`config.mk`:
```
export PLATFORM = sky130hd
export DESIGN_NAME = frame_renderer
export DESIGN_NICKNAME = d
export VERILOG_FILES = /design/src/raster_pkg.sv /design/src/background_fill.sv /design/src/triangle_rasterizer.sv /design/src/drawing_manager.sv /design/src/frame_renderer.sv
export SDC_FILE = /design/constraint.sdc
export NUM_CORES = 1
export LEC_CHECK = 0
export BUFFER_PORTS_ARGS = -buffer_cell sky130_fd_sc_hd__buf_2
export CELL_PAD_IN_SITES_DETAIL_PLACEMENT = 0
export CELL_PAD_IN_SITES_GLOBAL_PLACEMENT = 2
export CORE_AREA = 2 2 210 254
export CTS_BUF_LIST = sky130_fd_sc_hd__clkbuf_8
export DETAILED_ROUTE_END_ITERATION = 8
export DIE_AREA = 0 0 212 256
export PLACE_DENSITY = 0.88
export REMOVE_ABC_BUFFERS = 1
export SETUP_SLACK_MARGIN = 0.5
export SYNTH_ARGS = -nofsm -noshare
export SYNTH_HDL_FRONTEND = slang
export SYNTH_SLANG_ARGS = --single-unit
```
`constraint.sdc`:
```
create_clock -name clk -period 6.6 [get_ports clk]
set_input_delay 0 -clock clk [delete_from_list [all_inputs] [get_ports clk]]
set_output_delay 0 -clock clk [all_outputs]
set_load 0.02 [all_outputs]
```
`src/raster_pkg.sv`:
```
`default_nettype none

package raster_pkg;

    typedef logic [7:0] coord_t;

    typedef struct packed {
        coord_t x;
        coord_t y;
    } vertex_t;

    // Intensity is Q0.4 in sixteenths
    typedef struct packed {
        vertex_t    a;
        vertex_t    b;
        vertex_t    c;
        logic [3:0] intensity;
    } triangle_t;

    typedef struct packed {
        coord_t     x;
        coord_t     y;
        logic       covered;
        logic [3:0] intensity;
        logic       last;
    } pixel_t;

    typedef enum logic [1:0] {
        IDLE,
        FILL_BACKGROUND,
        RASTERIZE,
        FRAME_DONE
    } draw_state_t;

    // RGB444
    typedef struct packed {
        logic [3:0] r;
        logic [3:0] g;
        logic [3:0] b;
    } color_t;

    localparam color_t BACKGROUND_COLOR = '{r: 4'h1, g: 4'h2, b: 4'h6};

    localparam int TRIANGLE_COUNT = 3;

    typedef logic [1:0] tri_index_t;

    // Scene fits a 16 by 12 viewport
    localparam triangle_t SCENE [TRIANGLE_COUNT] = '{
        '{a: '{x: 8'd8,  y: 8'd6},
          b: '{x: 8'd11, y: 8'd1},
          c: '{x: 8'd10, y: 8'd11},
          intensity: 4'd15},
        '{a: '{x: 8'd3,  y: 8'd2},
          b: '{x: 8'd11, y: 8'd1},
          c: '{x: 8'd8,  y: 8'd6},
          intensity: 4'd10},
        '{a: '{x: 8'd8,  y: 8'd6},
          b: '{x: 8'd10, y: 8'd11},
          c: '{x: 8'd3,  y: 8'd2},
          intensity: 4'd5}
    };

endpackage

`default_nettype wire

```
`src/background_fill.sv`:
```
`timescale 1ns/1ps
`default_nettype none

module background_fill #(
    parameter int WIDTH = 16,
    parameter int HEIGHT = 12,
    localparam int ADDR_W = $clog2(WIDTH * HEIGHT)
) (
    input  logic              clk,
    input  logic              rstn,
    input  logic              fill_start,
    output logic              fill_write_en,
    output logic [ADDR_W-1:0] fill_write_addr,
    output logic              fill_done
);

    localparam logic [ADDR_W-1:0] LAST_ADDR = ADDR_W'(WIDTH * HEIGHT - 1);

    logic              start_q;
    logic              busy;
    logic [ADDR_W-1:0] addr;

    always_ff @(posedge clk or negedge rstn) begin
        if (!rstn) begin
            start_q <= 1'b0;
            busy    <= 1'b0;
            addr    <= '0;
        end else begin
            start_q <= fill_start;
            // Restart only on a fresh rising edge of fill_start
            if (fill_start && !start_q) begin
                busy <= 1'b1;
                addr <= '0;
            end else if (busy) begin
                if (addr == LAST_ADDR) begin
                    busy <= 1'b0;
                end else begin
                    addr <= addr + 1'b1;
                end
            end
        end
    end

    assign fill_write_en   = busy;
    assign fill_write_addr = addr;
    assign fill_done       = busy && (addr == LAST_ADDR);

endmodule

`default_nettype wire

```
`src/triangle_rasterizer.sv`:
```
`timescale 1ns/1ps
`default_nettype none

module triangle_rasterizer #(
    parameter int WIDTH = 16,
    parameter int HEIGHT = 12
) (
    input  logic                  clk,
    input  logic                  rstn,
    input  logic                  tri_valid,
    input  raster_pkg::triangle_t tri_data,
    output logic                  tri_ready,
    output logic                  pix_valid,
    output raster_pkg::pixel_t    pix
);

    localparam raster_pkg::coord_t X_MAX = raster_pkg::coord_t'(WIDTH - 1);
    localparam raster_pkg::coord_t Y_MAX = raster_pkg::coord_t'(HEIGHT - 1);

    typedef logic signed [20:0] edge_t;

    // Edge value is a*x + b*y + c
    typedef struct packed {
        edge_t a;
        edge_t b;
        edge_t c;
    } edge_coef_t;

    typedef struct packed {
        raster_pkg::coord_t x_min;
        raster_pkg::coord_t x_max;
        raster_pkg::coord_t y_min;
        raster_pkg::coord_t y_max;
    } bbox_t;

    function automatic edge_coef_t edge_coef(input raster_pkg::vertex_t p,
                                             input raster_pkg::vertex_t q);
        edge_t      dx;
        edge_t      dy;
        edge_coef_t coef;
        dx = edge_t'(q.x) - edge_t'(p.x);
        dy = edge_t'(q.y) - edge_t'(p.y);
        coef.a = -dy;
        coef.b = dx;
        coef.c = dy * edge_t'(p.x) - dx * edge_t'(p.y);
        return coef;
    endfunction

    function automatic edge_t edge_eval(input edge_coef_t coef,
                                        input raster_pkg::coord_t x,
                                        input raster_pkg::coord_t y);
        return coef.a * edge_t'(x) + coef.b * edge_t'(y) + coef.c;
    endfunction

    function automatic raster_pkg::coord_t clamp_min3(input raster_pkg::coord_t a,
                                                      input raster_pkg::coord_t b,
                                                      input raster_pkg::coord_t c,
                                                      input raster_pkg::coord_t lim);
        raster_pkg::coord_t m;
        m = (a < b) ? a : b;
        m = (c < m) ? c : m;
        return (m > lim) ? lim : m;
    endfunction

    function automatic raster_pkg::coord_t clamp_max3(input raster_pkg::coord_t a,
                                                      input raster_pkg::coord_t b,
                                                      input raster_pkg::coord_t c,
                                                      input raster_pkg::coord_t lim);
        raster_pkg::coord_t m;
        m = (a > b) ? a : b;
        m = (c > m) ? c : m;
        return (m > lim) ? lim : m;
    endfunction

    edge_coef_t         coef_in [3];
    bbox_t              box_in;
    edge_t              area_in;
    logic               accept;
    logic               busy;
    logic               at_last;
    logic               covered;
    edge_coef_t         coef [3];
    bbox_t              box;
    logic               winding_neg;
    logic [3:0]         intensity;
    raster_pkg::coord_t x;
    raster_pkg::coord_t y;
    edge_t              e [3];

    // Setup terms straight from the offered triangle
    always_comb begin
        coef_in[0] = edge_coef(tri_data.a, tri_data.b);
        coef_in[1] = edge_coef(tri_data.b, tri_data.c);
        coef_in[2] = edge_coef(tri_data.c, tri_data.a);
        area_in = edge_eval(coef_in[0], tri_data.c.x, tri_data.c.y);
        box_in.x_min = clamp_min3(tri_data.a.x, tri_data.b.x, tri_data.c.x, X_MAX);
        box_in.x_max = clamp_max3(tri_data.a.x, tri_data.b.x, tri_data.c.x, X_MAX);
        box_in.y_min = clamp_min3(tri_data.a.y, tri_data.b.y, tri_data.c.y, Y_MAX);
        box_in.y_max = clamp_max3(tri_data.a.y, tri_data.b.y, tri_data.c.y, Y_MAX);
    end

    assign tri_ready = !busy;
    assign accept    = tri_valid && tri_ready;
    assign at_last   = (x == box.x_max) && (y == box.y_max);

    always_ff @(posedge clk or negedge rstn) begin
        if (!rstn) begin
            busy <= 1'b0;
        end else if (accept) begin
            busy <= 1'b1;
        end else if (busy && at_last) begin
            busy <= 1'b0;
        end
    end

    // Row-major scan of the box
    always_ff @(posedge clk) begin
        if (accept) begin
            coef        <= coef_in;
            box         <= box_in;
            winding_neg <= area_in < 0;
            intensity   <= tri_data.intensity;
            x           <= box_in.x_min;
            y           <= box_in.y_min;
        end else if (busy) begin
            if (x == box.x_max) begin
                x <= box.x_min;
                y <= y + 1'b1;
            end else begin
                x <= x + 1'b1;
            end
        end
    end

    always_comb begin
        for (int i = 0; i < 3; i++) begin
            e[i] = edge_eval(coef[i], x, y);
        end
        if (winding_neg) begin
            covered = (e[0] <= 0) && (e[1] <= 0) && (e[2] <= 0);
        end else begin
            covered = (e[0] >= 0) && (e[1] >= 0) && (e[2] >= 0);
        end
    end

    always_ff @(posedge clk or negedge rstn) begin
        if (!rstn) begin
            pix_valid <= 1'b0;
        end else begin
            pix_valid <= busy;
        end
    end

    always_ff @(posedge clk) begin
        if (busy) begin
            pix <= '{x: x, y: y, covered: covered, intensity: intensity, last: at_last};
        end
    end

endmodule

`default_nettype wire

```
`src/drawing_manager.sv`:
```
`timescale 1ns/1ps
`default_nettype none

module drawing_manager #(
    parameter int WIDTH = 16,
    parameter int HEIGHT = 12,
    localparam int ADDR_W = $clog2(WIDTH * HEIGHT)
) (
    input  logic                  clk,
    input  logic                  rstn,
    input  logic                  draw_start,
    input  logic                  draw_ack,
    input  logic [3:0]            sw,
    input  logic                  fill_write_en,
    input  logic [ADDR_W-1:0]     fill_write_addr,
    input  logic                  fill_done,
    input  logic                  tri_ready,
    input  logic                  pix_valid,
    input  raster_pkg::pixel_t    pix,
    output logic                  fill_start,
    output logic                  tri_valid,
    output raster_pkg::triangle_t tri_data,
    output logic                  write_en,
    output logic [ADDR_W-1:0]     write_addr,
    output raster_pkg::color_t    write_data,
    output logic                  frame_done
);

    raster_pkg::draw_state_t state;
    raster_pkg::draw_state_t next_state;
    // Next scene entry to hand over; wraps to 0 once all are handed over
    raster_pkg::tri_index_t  tri_index;
    logic [3:0]              color;
    logic [7:0]              shade;
    logic [ADDR_W-1:0]       pix_addr;

    assign tri_data   = raster_pkg::SCENE[tri_index];
    assign frame_done = (state == raster_pkg::FRAME_DONE);
    assign shade      = color * pix.intensity;
    assign pix_addr   = ADDR_W'(int'(pix.x) + int'(pix.y) * WIDTH);

    always_comb begin
        next_state = state;
        fill_start = 1'b0;
        tri_valid  = 1'b0;
        write_en   = 1'b0;
        write_addr = '0;
        write_data = '0;
        case (state)
            raster_pkg::IDLE: begin
                if (draw_start) begin
                    next_state = raster_pkg::FILL_BACKGROUND;
                end
            end
            raster_pkg::FILL_BACKGROUND: begin
                fill_start = 1'b1;
                write_en   = fill_write_en;
                write_addr = fill_write_addr;
                write_data = raster_pkg::BACKGROUND_COLOR;
                if (fill_done) begin
                    next_state = raster_pkg::RASTERIZE;
                    tri_valid  = 1'b1;
                end
            end
            raster_pkg::RASTERIZE: begin
                if (pix_valid) begin
                    write_en   = pix.covered;
                    write_addr = pix_addr;
                    write_data = '{r: 4'h0, g: shade[7:4], b: 4'h0};
                    if (pix.last) begin
                        if (tri_index == '0) begin
                            next_state = raster_pkg::FRAME_DONE;
                        end else begin
                            tri_valid = 1'b1;
                        end
                    end
                end
            end
            raster_pkg::FRAME_DONE: begin
                if (draw_ack) begin
                    next_state = raster_pkg::FILL_BACKGROUND;
                end
            end
            default: next_state = raster_pkg::IDLE;
        endcase
    end

    always_ff @(posedge clk or negedge rstn) begin
        if (!rstn) begin
            state     <= raster_pkg::IDLE;
            tri_index <= '0;
        end else begin
            state <= next_state;
            if (tri_valid && tri_ready) begin
                if (tri_index == raster_pkg::tri_index_t'(raster_pkg::TRIANGLE_COUNT - 1)) begin
                    tri_index <= '0;
                end else begin
                    tri_index <= tri_index + 1'b1;
                end
            end
        end
    end

    // Colour is fixed for the whole frame
    always_ff @(posedge clk) begin
        if (next_state == raster_pkg::FILL_BACKGROUND && state != raster_pkg::FILL_BACKGROUND) begin
            color <= sw;
        end
    end

endmodule

`default_nettype wire

```
`src/frame_renderer.sv`:
```
`timescale 1ns/1ps
`default_nettype none

module frame_renderer #(
    parameter int WIDTH = 16,
    parameter int HEIGHT = 12,
    localparam int ADDR_W = $clog2(WIDTH * HEIGHT)
) (
    input  logic               clk,
    input  logic               rstn,
    input  logic               draw_start,
    input  logic               draw_ack,
    input  logic [3:0]         sw,
    output logic               write_en,
    output logic [ADDR_W-1:0]  write_addr,
    output raster_pkg::color_t write_data,
    output logic               frame_done
);

    logic                  fill_start;
    logic                  fill_write_en;
    logic [ADDR_W-1:0]     fill_write_addr;
    logic                  fill_done;
    logic                  tri_valid;
    logic                  tri_ready;
    raster_pkg::triangle_t tri_data;
    logic                  pix_valid;
    raster_pkg::pixel_t    pix;

    drawing_manager #(
        .WIDTH (WIDTH),
        .HEIGHT(HEIGHT)
    ) u_manager (
        .clk            (clk),
        .rstn           (rstn),
        .draw_start     (draw_start),
        .draw_ack       (draw_ack),
        .sw             (sw),
        .fill_write_en  (fill_write_en),
        .fill_write_addr(fill_write_addr),
        .fill_done      (fill_done),
        .tri_ready      (tri_ready),
        .pix_valid      (pix_valid),
        .pix            (pix),
        .fill_start     (fill_start),
        .tri_valid      (tri_valid),
        .tri_data       (tri_data),
        .write_en       (write_en),
        .write_addr     (write_addr),
        .write_data     (write_data),
        .frame_done     (frame_done)
    );

    background_fill #(
        .WIDTH (WIDTH),
        .HEIGHT(HEIGHT)
    ) u_fill (
        .clk            (clk),
        .rstn           (rstn),
        .fill_start     (fill_start),
        .fill_write_en  (fill_write_en),
        .fill_write_addr(fill_write_addr),
        .fill_done      (fill_done)
    );

    triangle_rasterizer #(
        .WIDTH (WIDTH),
        .HEIGHT(HEIGHT)
    ) u_raster (
        .clk      (clk),
        .rstn     (rstn),
        .tri_valid(tri_valid),
        .tri_data (tri_data),
        .tri_ready(tri_ready),
        .pix_valid(pix_valid),
        .pix      (pix)
    );

endmodule

`default_nettype wire

```
==> metrics.md, run 1 <==
| Metric | Value |
|---|---|
| I/O pin total | `30` |
| Layout Utilization | `45.2%` |
| Total Wirelength | `48800 um` |
| CP Cell Sequence | `buf_6, buf_4, nand2_4, inv_2, fa_1, fa_1, inv_2, fa_2, buf_6, fa_1, fa_1, fa_1, inv_2, ha_4, nand4_1, a2111oi_4, o41ai_2, buf_4, a21o_1, a211o_1, a21oi_1` |
| VDD IR-drop max | `0.000121 V` |
| Initial core utilization | `40.6%` |
| Status | `completed` |
| Setup TNS | `0 ps` |
| Crit path buffers/inverters | `7` |
| Antenna Cells | `0` |
| Die area | `54300 sq um` |
| CTS tree | `built` |
| Compound-gate portion of the synthesized area | `3.29%` |
| Post-synthesis cell count | `1983` |
| Via Count | `13.2k` |
| Number of DRC markers in iteration 0 | `745` |
| Setup CP Type | `reg2reg` |
| Antenna-violating nets left | `0` |
| Clk slew on worst S/H paths | `120 ps` |
| # setup viols final | `0` |
| Layout area overhead | `11.5%` |
| Port bufs | `24` |
| Initial antenna violation count | `0` |
| CTS Buf Count | `9` |
| Nets | `2850` |
| Fin crit share | `92.8%` |
| Synthesis Warnings | `0` |
| Synth area leader | `fa_1` |
| R2R setup slack | `480 ps` |
| Via/cell ratio | `4.69` |
| Wirelength per Cell | `17.4 um` |
| Hold WC Path Type | `in2async` |
| Global Route Usage Sum | `19.2%` |
| Top_reg_cell synth | `edfxtp_1` |
| Skew-Pair Late Insertion Delay | `400 ps` |
| Worst-path maximum fanout | `5` |
| Largest net degree at the start of global routing | `62` |
| Post-Synth Adder-Cell Area | `61.3%` |
| Mux cell area share after synthesis | `0.154%` |
| Delay-heaviest family, CP | `adder cells` |
| Residual DRC | `0` |
| TritonRoute pass-1 iters | `5` |
| Fillers | `4869` |
| Area share of the largest cell type after synthesis | `46.9%` |
| Die Y | `256 um` |
| Number of synthesized flops with an enable pin | `77` |
| Slew @ Worst Pin | `798 ps` |
| FF-to-FF Start | `u_raster.coef[178]` |
| Worst R2R Path Depth | `21` |
| Post-DP HPWL | `42800 um` |
| Max H-tree Level | `3` |
| Synth Area in XOR/XNOR | `3.28%` |
| Critical path data required time | `6860 ps` |
| Simple logic cell fraction of the synthesized area | `7.26%` |
| Global-route wire length before repair | `79600 um` |
| Routability congestion estimate | `0.858` |
| Synth Cell Area | `21100 sq um` |
| Max Cap Viol | `0` |
| Syn avg cell area | `10.6 sq um` |
| Core area | `51900 sq um` |
| Number of global-route vias before repair | `14.9k` |
| Post-synthesis register bit count | `93` |
| Crit path time final | `6120 ps` |
| Horiz. Die Dim | `212 um` |
| Synth async-reset ratio | `17.2%` |
| R2r endpoint | `u_raster.pix[5]` |
| Seq/Total Area, Yosys | `12.9%` |
| Relative slew slack | `46.8%` |
| RSZ-0062 raised after global routing | `yes` |
| Fmax | `163 MHz` |
| Gr ovfl total | `0` |
| Critical Path Start Type | `register` |
| CP max-delay cell | `fa_1` |
| Max Slew Vio Count | `0` |
| Power Density | `61.3 nW/um^2` |
| Share of layout cells above drive strength 1 | `11.6%` |
| Max incr delay on CP | `580 ps` |
| Critical Path AT | `6390 ps` |
| Clock Path Buffers | `2` |
| Root buffer cell | `clkbuf_8` |
| Standard-cell rows | `92` |
| Most frequent CP cell | `fa_1` |
| Clock sinks | `93` |
| Setup Skew | `16.6 ps` |
| Distinct cells, synth | `51` |
| Largest family of logic cells by synthesized area | `adder cells` |
| Critical path capture point type | `register` |
| Pleak | `11.0 nW` |
| Final count of hold timing violations | `0` |
| Top post-synthesis cells by area | `fa_1 (47%), ha_1 (14%), edfxtp_1 (11%), inv_1 (11%), and2_1 (2.9%)` |
-- how the worst max path moves through the flow --
stage	start	to	slack [ps]	cells after the start
after CTS	u_raster.coef[178]	u_raster.pix[5]	500	22
after detailed placement	u_raster.coef[178]	u_raster.pix[5]	170	19
after global placement	u_raster.coef[178]	u_raster.pix[5]	190	19
after global routing	u_raster.coef[178]	u_raster.pix[5]	250	21
final	u_raster.coef[178]	u_raster.pix[5]	480	21
after floorplan	u_raster.coef[178]	u_raster.pix[5]	210	19
-- what timing repair did --
item                                    CTS  global route
gates resized for setup                  64            42
gates cloned                              1             0
pin swaps                                40            25
hold buffers                              6             0
endpoints found under the setup margin    1             1
setup buffers                            22            14
endpoints found under the hold margin    22             0
-- cell type report --
| type | instances | area (sq um) | area share (%) |
|---|---|---|---|
| Tap cell | 705 | 882 | 3.76 |
| Clock buffer | 9 | 124 | 0.528 |
| Sequential cell | 93 | 2710 | 11.6 |
| Timing Repair Buffer | 150 | 1190 | 5.06 |
| Multi-Input combinational cell | 1252 | 16200 | 69.1 |
| Clock inverter | 7 | 103 | 0.437 |
| Inverter | 599 | 2250 | 9.59 |
-- stage by stage --
stage          power (mW)  cells  hold slack [ps]  cell area (sq um)  setup WS [ps]
2_1_floorplan       0.900   1944             -296              20900            207
3_3_place_gp        0.988   2756            -51.2              22600            185
3_5_place_dp        0.999   2756            -43.1              22600            168
4_1_cts              1.45   2801             21.7              23200            501
5_1_grt              1.50   2815             64.7              23500            248
6_report             1.44   2815             42.2              23500            476
-- cell usage in the layout, fill, tap and decap left out, types with 3 or more instances in the layout --
cell	instances
inv_2	18
o21ai_0	22
and2_1	94
nand4_1	8
fa_2	30
nand2_1	124
nand2_2	5
buf_4	106
xor2_1	24
a21o_1	16
nand3_1	16
o21ai_1	4
nor2_1	38
a211oi_1	3
edfxtp_1	77
a22o_1	7
buf_12	3
nor2b_1	5
ha_4	5
nand2_4	4
buf_2	24
xnor2_1	55
buf_6	8
a211oi_2	3
o21a_1	4
fa_1	463
and2_4	3
inv_1	580
dfrtp_1	16
dlygate4sd3_1	6
conb_1	14
and3_1	4
clkbuf_8	9
ha_1	239
nor3_1	3
a21oi_1	20
-- sequential cells by signal (all words and copies together) (netlist names), 2 cells and up --
name                    cells
u_fill.fill_write_addr      8
u_manager.color             4
u_manager.state             2
u_manager.tri_index         2
u_raster.box                4
u_raster.coef              35
u_raster.intensity          2
u_raster.pix               16
u_raster.x                  8
u_raster.y                  8
-- cells in the mapped netlist, drive strengths merged, types with 3 or more instances --
| library cell | n |
|---|---|
| inv | 599 |
| fa | 493 |
| ha | 244 |
| nand2 | 134 |
| and2 | 98 |
| edfxtp | 77 |
| xnor2 | 55 |
| clkbuf | 41 |
| nor2 | 38 |
| o21ai | 27 |
| xor2 | 24 |
| a21oi | 21 |
| a21o | 16 |
| dfrtp | 16 |
| nand3 | 16 |
| buf | 10 |
| nand4 | 8 |
| a211oi | 7 |
| a22o | 7 |
| nor2b | 5 |
| and3 | 4 |
| o21a | 4 |
| a2111oi | 3 |
| nor3 | 3 |
| nor4 | 3 |
-- report_power, final --
group	internal, mW	switching, mW
clock network	0.190	0.257
logic	0.114	0.188
registers	0.662	0.0280
-- logic make-up after synthesis --
logic type | Yosys count
xor+xnor | 79
flops | 93
buf+inv | 650
mux | 3
other cells | 2
simple gates | 316
fa+ha+maj | 737
compound gates | 103
-- layer usage --
metal  global-route usage (%)  vias to the layer above  share of wire (%)
met5                        0                        -                  0
met4                     5.83                        0                3.6
met3                     1.94                       72                3.4
met2                     34.5                      244                 53
met1                     24.3                     6849                 40
li1                         -                     6047                  -
Note: power is estimated with default switching activity, not from simulation.
==> run 2: changes to the inputs <==
CTS_BUF_LIST = default   (was sky130_fd_sc_hd__clkbuf_8)
PLACE_DENSITY = 0.91   (was 0.88)
==> run 2 against run 1 <==
  * Clock power grew 26%
  * Combinational power shrank 2%
  * Via count fell by 0.33%
  * Sequential cell count unchanged
  * Final cell count fell by 0.50%
  * Register-to-register slack better by 110 ps
  * Critical path depth unchanged
  * Highest routed layer unchanged
  * Hold slack better by 8.1 ps
  * Non-clock buffer count fell by 14
  * Critical endpoint unchanged
==> metrics.md, run 2 (synthesis gave the netlist of run 1 again) <==
| Metric | Value |
|---|---|
| Status | `completed` |
| Residual DRC | `0` |
| Critical path data required time | `6730 ps` |
| Via Count | `13.2k` |
| Die area | `54300 sq um` |
| Wirelength per Cell | `17.3 um` |
| Final count of hold timing violations | `0` |
| Global-route wire length before repair | `80200 um` |
| Met3 Track Usage GR | `1.84%` |
| Pleak | `11.0 nW` |
| Most frequent cells in the layout | `inv_1 (580), fa_1 (467), ha_1 (240)` |
| Clk slew on worst S/H paths | `80 ps` |
| Critical Path AT | `6140 ps` |
| Initial core utilization | `40.6%` |
| VDD IR-drop max | `0.000124 V` |
| Root buffer cell | `clkbuf_16` |
| Largest registers | `u_raster.coef x35, u_raster.pix x16` |
| Nets | `2836` |
| Fmax | `166 MHz` |
| Delay-heaviest family, CP | `adder cells` |
| TritonRoute pass-1 iters | `5` |
| Number of global-route vias before repair | `15.2k` |
| Horiz. Die Dim | `212 um` |
| Power Density | `66.2 nW/um^2` |
| Clock Path Buffers | `2` |
| Clock power frac | `36.3%` |
| Antenna Cells | `0` |
| GRT met2 Usage | `34.9%` |
| Final WS setup | `583 ps` |
| Most Crowded Layer GR | `met2` |
| Global Route Usage Sum | `19.3%` |
| Net Sw Power | `0.480 mW` |
| Crit path time final | `6020 ps` |
| Hold_ws | `50.3 ps` |
| Met1 Track Usage GR | `23.7%` |
| Fin crit share | `91.2%` |
| Initial antenna violation count | `0` |
| Max Slew Vio Count | `0` |
| Worst slack at placement | `146 ps` |
| Layout area overhead | `11.0%` |
| Max H-tree Level | `3` |
| Setup CP Type | `reg2reg` |
| Max Cap Viol | `0` |
| Via/cell ratio | `4.70` |
| Clock sinks | `93` |
| Die Y | `256 um` |
| Most common cell after layout, fill and taps aside | `inv_1` |
| Most frequent CP cell | `fa_1` |
| Share of layout cells above drive strength 1 | `11.2%` |
| Max incr delay on CP | `540 ps` |
| Port bufs | `24` |
| Pint | `1.07 mW` |
| Antenna-violating nets left | `0` |
| Core area | `51900 sq um` |
| Max reg flops | `35` |
| Crit path buffers/inverters | `7` |
| Seq pwr share | `44.6%` |
| Critical path capture point type | `register` |
| Switching portion of total power | `31.0%` |
| Post-DP HPWL | `42700 um` |
| Power consumption | `1.55 mW` |
| Largest net degree at the start of global routing | `62` |
| Setup Skew | `13.7 ps` |
| Standard-cell rows | `92` |
| Critical Path Start Type | `register` |
| Total Wirelength | `48400 um` |
| Relative slew slack | `38.1%` |
| # setup viols final | `0` |
| CP max-delay cell | `fa_1` |
| CTS tree | `built` |
| I/O pin total | `30` |
| CTS Buf Count | `9` |
| R2R setup slack | `580 ps` |
| Layout Utilization | `45.0%` |
| Number of DRC markers in iteration 0 | `694` |
| Gr ovfl total | `0` |
| Slew @ Worst Pin | `929 ps` |
| CP Cell Sequence | `and2_4, inv_2, fa_2, buf_4, fa_1, inv_1, fa_1, inv_1, fa_1, fa_1, fa_1, inv_1, ha_1, buf_4, o21a_1, o2111ai_1, o21ai_2, a311oi_2, xnor2_1, buf_4, a21oi_2` |
| Worst-path maximum fanout | `4` |
| Skew-Pair Late Insertion Delay | `360 ps` |
| RSZ-0062 raised after global routing | `yes` |
| Biggest register | `u_raster.coef` |
| Hold WC Path Type | `in2reg` |
| Routability congestion estimate | `0.883` |
| Setup TNS | `0 ps` |
| Gate power share | `19.1%` |
-- run 2: cell types whose count changed in the layout (fill, tap and decap cells not counted), sizes merged --
| cell | previous run | this run |
|---|---|---|
| buf | 143 | 130 |
| clkinv | 2 | 5 |
| inv | 603 | 600 |
| bufbuf | 1 | 0 |
| bufinv | 1 | 0 |
| clkbuf | 9 | 10 |
-- run 2: power groups by stage --
stage                     combinational [mW]  clock (mW)  sequential, mW
after floorplan                        0.204           0           0.696
final                                  0.296       0.561           0.690
after CTS                              0.300       0.573           0.690
after global routing                   0.335       0.594           0.694
after global placement                 0.287           0           0.701
after detailed placement               0.294           0           0.703
-- run 2: worst paths after layout --
path / start / end / cells past startpoint
worst max-delay path: u_raster.x[0] / u_raster.pix[5] / 21
worst min-delay path: draw_ack / u_manager.state[1] / 4
worst max register to register: u_raster.x[0] / u_raster.pix[5] / 21
worst min register to register: u_raster.intensity[1] / u_raster.pix[2] / 0
max in group asynchronous: rstn / u_raster.pix_valid / 2
min in group asynchronous: rstn / u_fill.fill_write_en / 2
-- run 2: cell type report --
| cell class | instances | area [sq um] |
|---|---|---|
| Fill cell | 4861 | 28500 |
| Multi-Input combinational cell | 1252 | 16200 |
| Sequential cell | 93 | 2710 |
| Inverter | 599 | 2260 |
| Timing Repair Buffer | 136 | 1020 |
| Tap cell | 705 | 882 |
| Clock buffer | 10 | 250 |
| Clock inverter | 6 | 77.6 |
-- run 2: metrics by stage --
step | cell area (sq um) | std cells
floorplan | 20900 | 1944
global placement | 22500 | 2746
detailed placement | 22500 | 2746
CTS | 23100 | 2787
global route | 23400 | 2801
finish | 23400 | 2801
-- run 2: timing repair --
action,4_1_cts,5_1_grt
resized for setup,52,52
endpoints found under the hold margin,22,0
hold buffers,6,0
setup buffers,19,14
endpoints found under the setup margin,1,1
pin swaps,22,56
-- run 2: worst reg2reg max path, delay by kind of cell, from the launching register on --
family | cells | cell delay [ps]
AO/OA/AOI/OAI | 5 | 930
flip-flops | 1 | 480
buffers and inverters | 7 | 730
AND/OR/NAND/NOR | 1 | 230
XOR/XNOR | 1 | 190
adder cells (fa/ha/maj) | 7 | 3230
-- run 2: layer usage --
layer / part of all wire (%) / up-vias
li1: - / 6013
met1: 40 / 6831
met2: 53 / 229
met3: 2.9 / 95
met4: 4.3 / 0
met5: 0 / -
